==> src/include/accel_defs.svh <==
`ifndef ACCEL_DEFS_SVH
`define ACCEL_DEFS_SVH

// signed pixel, weight and output word
`define ACCEL_WORD_WIDTH 8

// signed accumulator lane, room for taps of 8x8 products
`define ACCEL_ACC_WIDTH 24

// parallel pixel lanes per beat
`define ACCEL_UNITS 4

// taps summed per output window
`define ACCEL_KERNEL_TAPS 3

// leak factor for negative sums, 2**-3
`define ACCEL_LRELU_SHIFT 3

// requantize shift ahead of the clamp
`define ACCEL_OUT_SHIFT 2

`endif

==> src/hdl/accel_pkg.sv <==
`include "accel_defs.svh"

package accel_pkg;

  // one signed word, elements of a pixel vector
  typedef logic signed [`ACCEL_WORD_WIDTH-1:0] word_t;

  // one signed accumulator lane
  typedef logic signed [`ACCEL_ACC_WIDTH-1:0] acc_t;

  // lane 0 sits in the low bits
  typedef word_t [`ACCEL_UNITS-1:0] pixel_vec_t;
  typedef acc_t [`ACCEL_UNITS-1:0] acc_vec_t;

  // beat on the pixel slave port
  typedef struct packed {
    pixel_vec_t pixels;
    logic       last;
  } pix_beat_t;

  // joined pixel and weight beat, input pipe to conv engine
  typedef struct packed {
    pixel_vec_t pixels;
    word_t      weight;
    logic       last;
  } conv_beat_t;

  // window sums, conv engine to lrelu engine
  typedef struct packed {
    acc_vec_t data;
    logic     last;
  } acc_beat_t;

  // requantized results on the master port
  typedef struct packed {
    pixel_vec_t data;
    logic       last;
  } out_beat_t;

  // conv controller states
  // ACCUM is the reset state
  typedef enum logic {
    ACCUM = 1'b0,
    HOLD  = 1'b1
  } conv_state_e;

endpackage

==> src/hdl/axis_input_pipe.sv <==
`timescale 1ns/1ps
`include "accel_defs.svh"

module axis_input_pipe (
  input  logic                                aclk,
  input  logic                                rst_n,
  input  accel_pkg::pix_beat_t                s_axis_pixels,
  input  logic                                s_axis_pixels_tvalid,
  output logic                                s_axis_pixels_tready,
  input  logic signed [`ACCEL_WORD_WIDTH-1:0] s_axis_weights,
  input  logic                                s_axis_weights_tvalid,
  output logic                                s_axis_weights_tready,
  output accel_pkg::conv_beat_t               m_axis,
  output logic                                m_axis_tvalid,
  input  logic                                m_axis_tready
);

  // one-entry output register
  accel_pkg::conv_beat_t beat_q;
  logic                  valid_q;

  // register can take a new beat
  logic                  slot_free;
  // both streams transfer on this edge
  logic                  join_take;

  // empty, or its beat leaves on this edge
  assign slot_free = !valid_q || m_axis_tready;

  // each side is ready only when the other side has data too,
  // so one stream never moves without the other
  assign s_axis_pixels_tready  = s_axis_weights_tvalid && slot_free;
  assign s_axis_weights_tready = s_axis_pixels_tvalid && slot_free;

  assign join_take = s_axis_pixels_tvalid && s_axis_weights_tvalid && slot_free;

  // valid flag
  always_ff @(posedge aclk) begin
    if (!rst_n) begin
      valid_q <= 1'b0;
    end else if (join_take) begin
      valid_q <= 1'b1;
    end else if (m_axis_tready) begin
      // drained with nothing behind it
      valid_q <= 1'b0;
    end
  end

  // payload, held while stalled
  always_ff @(posedge aclk) begin
    if (join_take) begin
      beat_q.pixels <= s_axis_pixels.pixels;
      beat_q.weight <= s_axis_weights;
      // window boundary rides on the pixel stream
      beat_q.last   <= s_axis_pixels.last;
    end
  end

  assign m_axis        = beat_q;
  assign m_axis_tvalid = valid_q;

endmodule

==> src/hdl/conv_tap_counter.sv <==
`timescale 1ns/1ps
`include "accel_defs.svh"

module conv_tap_counter (
  input  logic aclk,
  input  logic rst_n,
  input  logic tap_accept,
  output logic window_done
);

  // wide enough to hold KERNEL_TAPS-1
  localparam int CNT_W = $clog2(`ACCEL_KERNEL_TAPS + 1);
  localparam logic [CNT_W-1:0] LAST_TAP = CNT_W'(`ACCEL_KERNEL_TAPS - 1);

  // taps accepted so far in this window
  logic [CNT_W-1:0] count_q;

  // the next accepted tap closes the window
  assign window_done = (count_q == LAST_TAP);

  always_ff @(posedge aclk) begin
    if (!rst_n) begin
      count_q <= '0;
    end else if (tap_accept) begin
      // wrap back to zero after the closing tap
      if (window_done) begin
        count_q <= '0;
      end else begin
        count_q <= count_q + 1'b1;
      end
    end
  end

endmodule

==> src/hdl/conv_ctrl_fsm.sv <==
`timescale 1ns/1ps

module conv_ctrl_fsm (
  input  logic                   aclk,
  input  logic                   rst_n,
  input  logic                   tap_accept,
  input  logic                   window_done,
  input  logic                   result_taken,
  output accel_pkg::conv_state_e state,
  output logic                   acc_clear
);

  accel_pkg::conv_state_e state_q;
  accel_pkg::conv_state_e state_d;

  // next state
  always_comb begin
    state_d = state_q;
    case (state_q)
      accel_pkg::ACCUM: begin
        // closing tap of the window accepted
        if (tap_accept && window_done) begin
          state_d = accel_pkg::HOLD;
        end
      end
      accel_pkg::HOLD: begin
        // sums leave, start the next window
        if (result_taken) begin
          state_d = accel_pkg::ACCUM;
        end
      end
      default: begin
        state_d = accel_pkg::ACCUM;
      end
    endcase
  end

  always_ff @(posedge aclk) begin
    if (!rst_n) begin
      state_q <= accel_pkg::ACCUM;
    end else begin
      state_q <= state_d;
    end
  end

  // single cycle, on the handshake that empties HOLD
  assign acc_clear = (state_q == accel_pkg::HOLD) && result_taken;

  assign state = state_q;

endmodule

==> src/hdl/axis_conv_engine.sv <==
`timescale 1ns/1ps
`include "accel_defs.svh"

module axis_conv_engine (
  input  logic                  aclk,
  input  logic                  rst_n,
  input  accel_pkg::conv_beat_t s_axis,
  input  logic                  s_axis_tvalid,
  output logic                  s_axis_tready,
  output accel_pkg::acc_beat_t  m_axis,
  output logic                  m_axis_tvalid,
  input  logic                  m_axis_tready
);

  localparam int PROD_W = 2 * `ACCEL_WORD_WIDTH;

  accel_pkg::conv_state_e state;

  logic tap_accept;
  logic window_done;
  logic result_taken;
  logic acc_clear;

  // per-lane pixel x weight
  logic signed [PROD_W-1:0] prod [`ACCEL_UNITS];

  // running sums plus the window's last flag
  accel_pkg::acc_beat_t acc_q;

  // taps only while accumulating, results only while holding
  assign s_axis_tready = (state == accel_pkg::ACCUM);
  assign m_axis_tvalid = (state == accel_pkg::HOLD);

  assign tap_accept   = s_axis_tvalid && s_axis_tready;
  assign result_taken = m_axis_tvalid && m_axis_tready;

  conv_tap_counter tap_counter (
    .aclk        (aclk       ),
    .rst_n       (rst_n      ),
    .tap_accept  (tap_accept ),
    .window_done (window_done)
  );

  conv_ctrl_fsm ctrl_fsm (
    .aclk         (aclk        ),
    .rst_n        (rst_n       ),
    .tap_accept   (tap_accept  ),
    .window_done  (window_done ),
    .result_taken (result_taken),
    .state        (state       ),
    .acc_clear    (acc_clear   )
  );

  // full-width signed 8x8 products
  always_comb begin
    for (int i = 0; i < `ACCEL_UNITS; i++) begin
      prod[i] = s_axis.pixels[i] * s_axis.weight;
    end
  end

  // sums and window flag clear on reset and on hand-off
  always_ff @(posedge aclk) begin
    if (!rst_n || acc_clear) begin
      acc_q <= '0;
    end else if (tap_accept) begin
      for (int i = 0; i < `ACCEL_UNITS; i++) begin
        // product sign-extends into the lane
        acc_q.data[i] <= acc_q.data[i] + prod[i];
      end
      // flag of the closing tap marks the window
      if (window_done) begin
        acc_q.last <= s_axis.last;
      end
    end
  end

  assign m_axis = acc_q;

endmodule

==> src/hdl/axis_lrelu_engine.sv <==
`timescale 1ns/1ps
`include "accel_defs.svh"

module axis_lrelu_engine (
  input  logic                 aclk,
  input  logic                 rst_n,
  input  accel_pkg::acc_beat_t s_axis,
  input  logic                 s_axis_tvalid,
  output logic                 s_axis_tready,
  output accel_pkg::out_beat_t m_axis,
  output logic                 m_axis_tvalid,
  input  logic                 m_axis_tready
);

  // signed word range, held at accumulator width for the compare
  localparam accel_pkg::acc_t WORD_MAX = (1 <<< (`ACCEL_WORD_WIDTH - 1)) - 1;
  localparam accel_pkg::acc_t WORD_MIN = -(1 <<< (`ACCEL_WORD_WIDTH - 1));

  // output stage
  accel_pkg::out_beat_t out_q;
  logic                 valid_q;

  // next results, per lane
  accel_pkg::pixel_vec_t lane_res;
  logic                  stage_take;

  // empty, or emptied on this edge
  assign s_axis_tready = !valid_q || m_axis_tready;
  assign stage_take    = s_axis_tvalid && s_axis_tready;

  always_comb begin
    accel_pkg::acc_t leaked;
    accel_pkg::acc_t scaled;
    for (int i = 0; i < `ACCEL_UNITS; i++) begin
      // negative sums leak, positive pass
      if (s_axis.data[i] < 0) begin
        leaked = s_axis.data[i] >>> `ACCEL_LRELU_SHIFT;
      end else begin
        leaked = s_axis.data[i];
      end
      // requantize, then clamp to the word
      scaled = leaked >>> `ACCEL_OUT_SHIFT;
      if (scaled > WORD_MAX) begin
        lane_res[i] = WORD_MAX[`ACCEL_WORD_WIDTH-1:0];
      end else if (scaled < WORD_MIN) begin
        lane_res[i] = WORD_MIN[`ACCEL_WORD_WIDTH-1:0];
      end else begin
        lane_res[i] = scaled[`ACCEL_WORD_WIDTH-1:0];
      end
    end
  end

  always_ff @(posedge aclk) begin
    if (!rst_n) begin
      valid_q <= 1'b0;
    end else if (stage_take) begin
      valid_q <= 1'b1;
    end else if (m_axis_tready) begin
      valid_q <= 1'b0;
    end
  end

  // result payload, no reset
  always_ff @(posedge aclk) begin
    if (stage_take) begin
      out_q.data <= lane_res;
      out_q.last <= s_axis.last;
    end
  end

  assign m_axis        = out_q;
  assign m_axis_tvalid = valid_q;

endmodule

==> src/hdl/axis_accelerator.sv <==
`timescale 1ns/1ps
`include "accel_defs.svh"

module axis_accelerator (
  input  logic                                aclk,
  input  logic                                rst_n,
  input  accel_pkg::pix_beat_t                s_axis_pixels,
  input  logic                                s_axis_pixels_tvalid,
  output logic                                s_axis_pixels_tready,
  input  logic signed [`ACCEL_WORD_WIDTH-1:0] s_axis_weights,
  input  logic                                s_axis_weights_tvalid,
  output logic                                s_axis_weights_tready,
  output accel_pkg::out_beat_t                m_axis,
  output logic                                m_axis_tvalid,
  input  logic                                m_axis_tready
);

  // input pipe to conv engine
  accel_pkg::conv_beat_t input_m_axis;
  logic                  input_m_axis_tvalid;
  logic                  input_m_axis_tready;

  // conv engine to lrelu engine
  accel_pkg::acc_beat_t  conv_m_axis;
  logic                  conv_m_axis_tvalid;
  logic                  conv_m_axis_tready;

  // pixels and weight joined into one beat
  axis_input_pipe input_pipe (
    .aclk                  (aclk                 ),
    .rst_n                 (rst_n                ),
    .s_axis_pixels         (s_axis_pixels        ),
    .s_axis_pixels_tvalid  (s_axis_pixels_tvalid ),
    .s_axis_pixels_tready  (s_axis_pixels_tready ),
    .s_axis_weights        (s_axis_weights       ),
    .s_axis_weights_tvalid (s_axis_weights_tvalid),
    .s_axis_weights_tready (s_axis_weights_tready),
    .m_axis                (input_m_axis         ),
    .m_axis_tvalid         (input_m_axis_tvalid  ),
    .m_axis_tready         (input_m_axis_tready  )
  );

  // window sums per lane
  axis_conv_engine CONV_ENGINE (
    .aclk          (aclk               ),
    .rst_n         (rst_n              ),
    .s_axis        (input_m_axis       ),
    .s_axis_tvalid (input_m_axis_tvalid),
    .s_axis_tready (input_m_axis_tready),
    .m_axis        (conv_m_axis        ),
    .m_axis_tvalid (conv_m_axis_tvalid ),
    .m_axis_tready (conv_m_axis_tready )
  );

  // leak, requantize, saturate
  axis_lrelu_engine LRELU_ENGINE (
    .aclk          (aclk              ),
    .rst_n         (rst_n             ),
    .s_axis        (conv_m_axis       ),
    .s_axis_tvalid (conv_m_axis_tvalid),
    .s_axis_tready (conv_m_axis_tready),
    .m_axis        (m_axis            ),
    .m_axis_tvalid (m_axis_tvalid     ),
    .m_axis_tready (m_axis_tready     )
  );

endmodule

==> config.mk <==
export PLATFORM = sky130hd
export DESIGN_NAME = axis_accelerator
export DESIGN_NICKNAME = d
export VERILOG_FILES = /design/src/hdl/accel_pkg.sv /design/src/hdl/axis_input_pipe.sv /design/src/hdl/conv_tap_counter.sv /design/src/hdl/conv_ctrl_fsm.sv /design/src/hdl/axis_conv_engine.sv /design/src/hdl/axis_lrelu_engine.sv /design/src/hdl/axis_accelerator.sv
export VERILOG_INCLUDE_DIRS = /design/src /design/src/include
export SDC_FILE = /design/constraint.sdc
export NUM_CORES = 1
export LEC_CHECK = 0
export CAP_MARGIN = 20
export CORE_MARGIN = 2
export CORE_UTILIZATION = 30
export DETAILED_ROUTE_END_ITERATION = 10
export DONT_BUFFER_PORTS = 1
export PLACE_DENSITY_LB_ADDON = 0.12
export RECOVER_POWER = 100
export SYNTH_ARGS = -nofsm -noshare
export SYNTH_HDL_FRONTEND = slang
export SYNTH_SLANG_ARGS = --single-unit
==> constraint.sdc <==
create_clock -name aclk -period 6.6 [get_ports aclk]
set_clock_uncertainty 0.15 [all_clocks]
set_input_delay 1.32 -clock aclk [delete_from_list [all_inputs] [get_ports aclk]]
set_output_delay 1.32 -clock aclk [all_outputs]
set_load 0.05 [all_outputs]
## Yosys cells after proc, flatten, opt, wreduce, memory -nomap -nowiden

Cells that the tools add are included.

| word-level totals | value |
|---|---|
| register bits | 176 |
| output and inout port bits | 36 |
| word-level logic and storage cells | 76 |
| bits of input ports | 46 |

| operators by class | value |
|---|---|
| $lt $le $gt $ge | 12 |
| $add $sub $neg | 5 |
| bitwise gates (word level) | 1 |
| multiply operators | 4 |
| eq/ne operators | 2 |
| reduce and logical (&&, ||, !) cells | 16 |
| mux-type cells | 16 |

Operator list:

| operator | count |
|---|---|
| adder 24 x 16 -> 24 bit | 4 |
| < comparator 24 x 1 -> 1 bit, second input constant | 4 |
| 2-to-1 mux 23 bit | 4 |
| > comparator 22 x 8 -> 1 bit, second input constant | 4 |
| < comparator 22 x 8 -> 1 bit, second input constant | 4 |
| multiplier 8 x 8 -> 16 bit | 4 |
| 2-to-1 mux 8 bit | 4 |
| logical AND 1 bit | 8 |
| 2-to-1 mux 1 bit | 6 |
| logical NOT 1 bit | 3 |
| logical OR 1 bit | 3 |
| adder 2 x 1 -> 2 bit, second input constant | 1 |
| equality test 2 bit, second input constant | 1 |
| 2-to-1 mux 2 bit | 1 |
| inequality test 2 bit, second input constant | 1 |
| one-hot mux 1 bit (2 select lines) | 1 |
| AND reduction 2 bit | 1 |
| nonzero test 2 bit | 1 |
| NOT 1 bit | 1 |

## Logic depth before layout (Yosys ltp)

Gate-level depths: netlist of run 1.

| depth | value |
|---|---|
| depth in word-level cells | 5 |
| mapped depth | 21 |
| mapped depth without buffers | 19 |

## Cells and area by module

From an unflattened synthesis of run 1, not the netlist that was laid out.

| unflattened totals | value |
|---|---|
| cells, all modules | 2300 |
| area, all modules | 23009.6 µm² |

Modules (own cells, without submodules):

| module | sequential area each (µm²) | area an instance (µm²) | cells each | instances |
|---|---|---|---|---|
| axis_conv_engine | 1941.9 | 19775.2 | 2093 | 1 |
| axis_lrelu_engine | 1011.0 | 1796.7 | 145 | 1 |
| axis_input_pipe | 1251.2 | 1295.0 | 48 | 1 |
| conv_tap_counter | 40.0 | 95.1 | 9 | 1 |
| conv_ctrl_fsm | 20.0 | 47.5 | 5 | 1 |

## Worst setup path before layout of run 1

OpenSTA, ideal clock, no wires.

| path | value |
|---|---|
| path kind | flip-flop to flip-flop |
| start point | register input_pipe.beat_q (netlist bit input_pipe.m_axis[16]) |
| end point | register CONV_ENGINE.acc_q (netlist bit CONV_ENGINE.m_axis[17]) |
| cell stages (with the launch flop) | 17 |
| path buffers | 0 |
| period minus slack after synthesis | 5.662 ns |
| setup time | 0.128 ns |
| data required time | 6.322 ns |
| slack | 0.938 ns |
| data arrival time | 5.383 ns |
| cells stage by stage | edfxtp_1 and2_1 inv_1 fa_1 inv_1 fa_1 fa_1 fa_1 fa_1 ha_1 and3_1 a221oi_2 a211oi_2 o31a_1 nor2_1 xor2_1 o21ai_1 |

| between the ends | value |
|---|---|
| longest elaborated chain between the ends | 2 |

RTL lines:

| element | line | RTL |
|---|---|---|
| start, declared | axis_input_pipe.sv:19 | `accel_pkg::conv_beat_t beat_q;` |
| multiplier 8 x 8 -> 16 bit | axis_conv_engine.sv:57 | `prod[i] = s_axis.pixels[i] * s_axis.weight;` |
| adder 24 x 16 -> 24 bit | axis_conv_engine.sv:68 | `acc_q.data[i] <= acc_q.data[i] + prod[i];` |
| end, declared | axis_conv_engine.sv:28 | `accel_pkg::acc_beat_t acc_q;` |

No other way between the ends.
A chain may end at the register's enable or synchronous reset.

## Worst setup path in the final report of run 1

| path | value |
|---|---|
| start point | register input_pipe.beat_q (netlist bit input_pipe.m_axis[7]) |
| end point | register CONV_ENGINE.acc_q (netlist bit CONV_ENGINE.m_axis[15]) |

The elaborated chain is that of the path after synthesis.

==> qor.yml, run 1 <==
status:
  status: "finished with violations"
  violations: "capacitance limit, slew limit"
pwr:
  p_total_w: 0.0132
  peakVddDrop_v: 0.000341
  power_density_nw_per_um2: 534
  p_leak_nw: 11.4
yosys:
  syn_nets: 2977
  synth-seq-area-share_pct: 18.6
  netlist_area_um2: 22900
  yosys_warnings: 0
  avgSynthCellArea_um2: 9.97
  synthFlopType: "dfxtp_1"
  synth_seq_cells: 176
  synth_cell_types: 68
  synthArstFlopShare_pct: 0
  synth_edf_count: 74
  netlist_instances: 2299
sta:
  slew_viol_final: 211
  setup_ws_ns: 0.618
  finalHoldWorstSlack_ns: 0.285
  min_period_ns: 5.98
  tns_ns: 0
  tightestPinTransition_ns: 3.53
  fmax_ghz: 0.167
  final_hold_viol_count: 0
  rsz0062_at_grt: "false"
  setup_viol: 0
  slew-limit-headroom_pct: -135
  fin_crit_sh_pct: 90.6
route:
  drt_iter0_drc: 666
  route.detailed.drc: 0
  vias: 15572
  via_per_inst: 4.75
  drtAntennaViolNets: 0
  drt_first_pass_iters: 5
  wl_um: 60900
  wire_per_inst_um: 18.6
finish:
  drive_gt1_share_pct: 3.00
  area_delta_synth_final_pct: 7.73
  finalNetCount: 2964
  fin_util_pct: 32.6
place:
  port-buffer-count: 0
  gp_congestion: 0.849
  hpwl_um: 48400
  dpl_worst_slack_ns: 0.695
die:
  rows: 101
  start_util_pct: 30.2
  dieArea_um2: 78600
  die_x_um: 280
  num_io_pins: 82
  dieHeight_um: 280
  core_area_um2: 75800
critical_path:
  cp.arrival_ns: 6.26
  cp_max_fo: 21
  path_class: "reg -> reg"
  start_kind: "flip-flop"
  critical_path.endpoint_type: "flip-flop"
  required_ns: 6.88
clock_tree:
  clock-root-buffer: "clkbuf_16"
  cts_tree: "done"
  clkTransAtPathRegs_ns: 0.08
  numClockSinks: 176
  cts_made_buffers: 17
  postCtsSetupBuffers: 0
  cts_resized: 0
  clock_latency_ns: 0.52
  h-tree-depth: 4
  cts_hold_buf: 0
  cts_buffer_depth: 2
global_route:
  antenna_found_initial: 9
  grt-ovfl-total: 0
  grt_pass1_wl_um: 98800
  grt_usage_pct: 16.6
  grt_pass1_vias: 17026
  grt_max_degree: 59
hold_path:
  hold_path.class: "reg -> reg"
job:
  drv_cap: 5
==> state kept, by name, summed over array words and instances (netlist names) <==
name	flops
CONV_ENGINE.m_axis	97
input_pipe.m_axis	41
LRELU_ENGINE.m_axis	33
CONV_ENGINE.tap_counter.count_q	2
CONV_ENGINE.ctrl_fsm.state	1
LRELU_ENGINE.m_axis_tvalid	1
input_pipe.m_axis_tvalid	1
==> cell usage after synthesis, types with 3 or more instances <==
master    number  area share [%]
a211o_1        4            0.15
a211oi_1      20            0.66
a211oi_2       3            0.16
a21boi_0       4            0.13
a21o_1        31             1.0
a21oi_1      118             2.6
a22oi_1        3           0.098
a31oi_1        5            0.14
a32oi_1        3            0.11
a41o_1         4            0.17
and2_1       134             3.7
and3_1         6            0.16
buf_1         13            0.21
clkbuf_1      47            0.77
dfxtp_1      102             8.9
edfxtp_1      74             9.7
fa_1         416              36
ha_1         216              12
inv_1        402             6.6
mux2i_1       17            0.74
nand2_1      276             4.5
nand2b_1       9            0.25
nand3_1       16            0.35
nand3b_1       6            0.20
nand4_1       15            0.41
nor2_1        69             1.1
nor2b_1       13            0.35
nor3_1        16            0.35
nor3b_1        5            0.16
nor4_1        12            0.33
o211ai_1      27            0.88
o21a_1         9            0.29
o21ai_0       59             1.3
o21ai_1        6            0.13
o21bai_1      14            0.46
o31ai_1        3           0.098
or3_1          3           0.082
or4_1          3           0.098
xnor2_1       57             2.2
xor2_1        24            0.92
==> layout make-up <==
cell class	instances	area, µm²
Antenna cell	3	7.51
Clock buffer	18	439
Sequential cell	176	4260
Fill cell	7879	51100
Inverter	403	1510
Clock inverter	14	149
Multi-Input combinational cell	1658	16900
Tap cell	978	1220
Timing Repair Buffer	30	233
==> critical path, cell delays in order, from the launching register on <==
cell,delay (ns)
edfxtp_1,0.55
buf_4,0.32
nand2_1,0.11
fa_1,0.49
fa_1,0.54
inv_1,0.06
fa_1,0.51
fa_1,0.60
fa_1,0.43
ha_1,0.36
and3_1,0.20
a221oi_1,0.59
a211oi_1,0.25
nor2_1,0.26
o311ai_0,0.17
a21oi_1,0.30
==> routing by layer <==
metal	GRT usage, %	wire length (µm)	up-vias
met5	0	57	-
met4	4.48	1220	8
met3	3.55	2660	58
li1	-	-	7340
met2	27.5	29600	209
met1	21.8	27400	7957
==> worst paths after layout <==
kind | from | cells past startpoint | end | slack, ns
min reg2reg | CONV_ENGINE.m_axis[0] | 0 | LRELU_ENGINE.m_axis[0] | 0.28
max | input_pipe.m_axis[7] | 15 | CONV_ENGINE.m_axis[15] | 0.62
max reg2reg | input_pipe.m_axis[7] | 15 | CONV_ENGINE.m_axis[15] | 0.62
min | CONV_ENGINE.m_axis[0] | 0 | LRELU_ENGINE.m_axis[0] | 0.28
==> logic make-up after synthesis <==
| group | count (synthesis) | synth area share (%) |
|---|---|---|
| mux | 17 | 0.743 |
| fa+ha+maj | 632 | 48.1 |
| compound gates | 336 | 9.43 |
| simple gates | 592 | 12.4 |
| flops | 176 | 18.6 |
| xor+xnor | 81 | 3.10 |
| buf+inv | 465 | 7.63 |
==> where the power goes <==
group / total, W / switching [W] / internal, W
logic: 0.0103 / 0.00584 / 0.00447
registers: 0.00177 / 0.000339 / 0.00143
clock network: 0.00111 / 0.000562 / 0.000543
total: 0.0132 / 0.00674 / 0.00645
==> stage by stage <==
step | instance area (µm²) | cells
finish | 24700 | 3280
floorplan | 22900 | 2299
global placement | 24200 | 3245
global route | 24700 | 3277
detailed placement | 24200 | 3245
CTS | 24800 | 3277
==> cell usage in the layout (no fill, tap or decap), types with 5 or more instances in the layout <==
cell / netlist / routed
and2_1: 134 / 130
nor4_1: 12 / 12
nand2_1: 276 / 275
edfxtp_1: 74 / 74
nor3b_1: 5 / 5
buf_4: 0 / 23
inv_1: 402 / 402
nand2b_1: 9 / 9
nand4_1: 15 / 15
a211oi_1: 20 / 22
a21o_1: 31 / 31
clkbuf_16: 0 / 17
xnor2_1: 57 / 57
nor2b_1: 13 / 13
nand3_1: 16 / 16
a31oi_1: 5 / 5
mux2i_1: 17 / 17
dfxtp_1: 102 / 102
and2_0: 1 / 5
nand3b_1: 6 / 6
fa_1: 416 / 416
o21bai_1: 14 / 14
ha_1: 216 / 216
and3_1: 6 / 6
o21a_1: 9 / 9
xor2_1: 24 / 24
nor3_1: 16 / 16
o211ai_1: 27 / 27
nor2_1: 69 / 68
a21oi_1: 118 / 118
o21ai_0: 59 / 63
Note: power is estimated with default switching activity, not from simulation.
==> run 2, diff against run 1 <==
Settings changed: ABC_AREA from default to 1, SYNTH_HIERARCHICAL from default to 1.
==> run 2 against run 1 <==
Compared with the run above: the flow still finishes with violations (capacitance limit, slew limit); first-iteration DRC count grew 22%; register-to-register slack lost 0.03 ns; count of clock-buffer cells in the layout shrank 1; non-clock buffer count grew 8; sequential power shrank 22%; sequential share of layout area shrank 2.0 points; die area grew 14%; clock power grew 5%; final cell count grew 37%; largest power group unchanged; critical path type unchanged.
==> qor.yml, run 2 <==
sta:
  rsz0062_at_grt: "false"
  slew-limit-headroom_pct: -136  # -0.84 points
  finalHoldWorstSlack_ns: 0.340  # +0.0554 ns
  min_period_ns: 6.02  # +0.0346 ns
  tightestPinTransition_ns: 3.54  # +0.0126 ns
  slew_viol_final: 169  # -20%
  setup_viol: 0  # unchanged
  tns_ns: 0  # unchanged
  final_hold_viol_count: 0  # unchanged
  setup_ws_ns: 0.583  # -0.0346 ns
  fmax_ghz: 0.166  # -0.57%
  fin_crit_sh_pct: 91.2  # +0.52 points
finish:
  finalNetCount: 4015  # +35%
  final_cell_mix: "962 x nand2_1, 738 x inv_1, 416 x fa_1"
  largest_register_ffs: 97  # unchanged
  stdcell_count: 4506  # +37%
  drive_gt1_share_pct: 3.43  # +0.43 points
  area_delta_synth_final_pct: 6.98
  final_common_cell: "nand2_1"
clock_tree:
  numClockSinks: 176  # unchanged
  clkTransAtPathRegs_ns: 0.08  # about the same
  cts_hold_buf: 0  # unchanged
  cts_tree: "done"
  clock_latency_ns: 0.52  # about the same
  cts_buffer_depth: 2  # unchanged
  cts_made_buffers: 17  # unchanged
  h-tree-depth: 4  # unchanged
  postCtsSetupBuffers: 0  # unchanged
  clock-root-buffer: "clkbuf_16"
  cts_resized: 0  # unchanged
global_route:
  grt_pass1_wl_um: 116000  # +17%
  antenna_found_initial: 13  # +4
  grt-ovfl-total: 0  # unchanged
  grt_usage_pct: 16.6  # +0.077 points
  grt_max_degree: 67  # +14%
  grt_pass1_vias: 20941  # +23%
pwr:
  peakVddDrop_v: 0.000233  # -32%
  p_total_w: 0.0115  # -13%
  p_leak_nw: 15.3  # +34%
  power_density_nw_per_um2: 412  # -23%
place:
  hpwl_um: 57600  # +19%
  dpl_worst_slack_ns: 0.888  # +0.193 ns
  dp.cells: 4473  # +38%
  port-buffer-count: 0  # unchanged
  gp_congestion: 0.818  # -3.6%
critical_path:
  cp.arrival_ns: 6.28  # +0.02 ns
  cp_max_fo: 11  # -48%
  path_class: "reg -> reg"
  r2r_end: "CONV_ENGINE/m_axis[43]"
  cp-endpoint: "CONV_ENGINE/m_axis[43]"
  reg2regPathDepth: 20  # +5
  required_ns: 6.87  # about the same
  crit_path_start: "input_pipe/m_axis[5]"
  start_kind: "flip-flop"
  critical_path.endpoint_type: "flip-flop"
  reg2reg_slack_ns: 0.58  # -0.03 ns
  r2r_start: "input_pipe/m_axis[5]"
die:
  dieHeight_um: 299  # +6.6%
  die_x_um: 299  # +6.6%
  num_io_pins: 82  # unchanged
  start_util_pct: 30.2  # -0.064 points
  dieArea_um2: 89300  # +14%
  core_area_um2: 86500  # +14%
  rows: 108  # +6.9%
hold_path:
  hold_path.class: "reg -> reg"
  hold_depth: 0  # unchanged
route:
  drtAntennaViolNets: 0  # unchanged
  drt_iter0_drc: 815  # +22%
  wl_um: 70700  # +16%
  route.detailed.drc: 0  # unchanged
  wire_per_inst_um: 15.7  # -16%
  drt_first_pass_iters: 5  # unchanged
  via_per_inst: 4.40  # -7.4%
  vias: 19818  # +27%
job:
  drv_cap: 4  # -1
yosys:
  yosysMostFrequentCell: "nand2_1"
  netlist_area_um2: 26100  # +14%
  synth_cell_types: 38  # -44%
  synth_edf_count: 74  # unchanged
  ys_top_cells_by_area: "fa_1 32%, nand2_1 14%, inv_1 11%, ha_1 10%, edfxtp_1 8.5%"
  synthArstFlopShare_pct: 0  # unchanged
  synthFlopType: "dfxtp_1"
  synth_top_area_share_pct: 31.9  # -4.4 points
  yosys-top-cells-count: "954 x nand2_1, 734 x inv_1, 416 x fa_1"
  netlist_instances: 3383  # +47%
  yosys_warnings: 6  # +6
  synth_largest_area_cell: "fa_1"
  synth_seq_cells: 176  # unchanged
  synth-seq-area-share_pct: 16.3  # -2.3 points
  avgSynthCellArea_um2: 7.71  # -23%
  syn_nets: 4061  # +36%
status:
  violations: "capacitance limit, slew limit"
  status: "finished with violations"
==> run 2: cell count changes in the layout (fill, tap and decap cells not counted), sizes merged, moves of 18 or more <==
cell / change
nand2: +697
inv: +344
nor2: +240
and2: -134
nand3: +118
xnor2: -41
o21ai: +29
o211ai: -27
a211oi: -23
a21oi: -18
==> run 2: power by group <==
part	leakage, nW	internal (W)	total, W	switching, W
Clock	0.305	0.000551	0.00116	0.000608
Combinational	13.5	0.00325	0.00895	0.00570
Sequential	1.51	0.00123	0.00138	0.000146
Total	15.3	0.00503	0.0115	0.00646
==> run 2: layout make-up <==
class	instances	area (µm²)
Fill cell	9370	58600
Multi-Input combinational cell	2355	18500
Sequential cell	176	4260
Inverter	749	2810
Tap cell	1155	1450
Clock buffer	17	425
Timing Repair Buffer	38	285
Clock inverter	15	208
Antenna cell	1	2.50
==> run 2: how the worst min path moves through the flow <==
| stage | from | endpoint | slack (ns) |
|---|---|---|---|
| after floorplan | CONV_ENGINE/m_axis[0] | LRELU_ENGINE/m_axis[0] | 0.26 |
| after global placement | CONV_ENGINE/m_axis[0] | LRELU_ENGINE/m_axis[0] | 0.32 |
| after detailed placement | CONV_ENGINE/m_axis[0] | LRELU_ENGINE/m_axis[0] | 0.29 |
| after CTS | CONV_ENGINE/m_axis[0] | LRELU_ENGINE/m_axis[0] | 0.34 |
| after global routing | CONV_ENGINE/m_axis[0] | LRELU_ENGINE/m_axis[0] | 0.36 |
| final | CONV_ENGINE/m_axis[0] | LRELU_ENGINE/m_axis[0] | 0.34 |
==> run 2: layer usage <==
| layer | GRT usage [%] | up-vias | part of all wire, % |
|---|---|---|---|
| met4 | 2.69 | 18 | 0.85 |
| met5 | 0 | - | 0.16 |
| li1 | - | 9990 | - |
| met1 | 23.9 | 9549 | 51 |
| met2 | 26.4 | 210 | 45 |
| met3 | 3.09 | 51 | 3.7 |
==> run 2: cells by family after synthesis <==
family / share of synthesized area, %
flip-flops: 16.3
AND/OR/NAND/NOR: 22.8
XOR/XNOR: 1.21
adder cells (fa/ha/maj): 42.3
AO/OA/AOI/OAI: 4.83
buffers and inverters: 12.5
==> run 2: through the flow <==
step	instance area [µm²]	utilization, %
2_1_floorplan	26100	-
3_3_place_gp	27400	31.7
3_5_place_dp	27400	31.7
4_1_cts	28100	32.4
5_1_grt	27900	32.3
6_report	27900	32.3
==> run 2: critical path, stage by stage (launching register included) <==
cell      delay, ns
edfxtp_1       0.78
clkbuf_1       0.58
buf_4          0.30
nand2_1        0.08
fa_1           0.47
fa_1           0.54
inv_1          0.05
fa_1           0.47
fa_1           0.57
fa_1           0.43
ha_1           0.39
nand2_1        0.12
nand3_1        0.20
nand2_1        0.11
nand2_1        0.15
nand3_1        0.15
nand2_1        0.06
nand2_1        0.05
nand3_1        0.09
nand2_1        0.13
inv_1          0.04
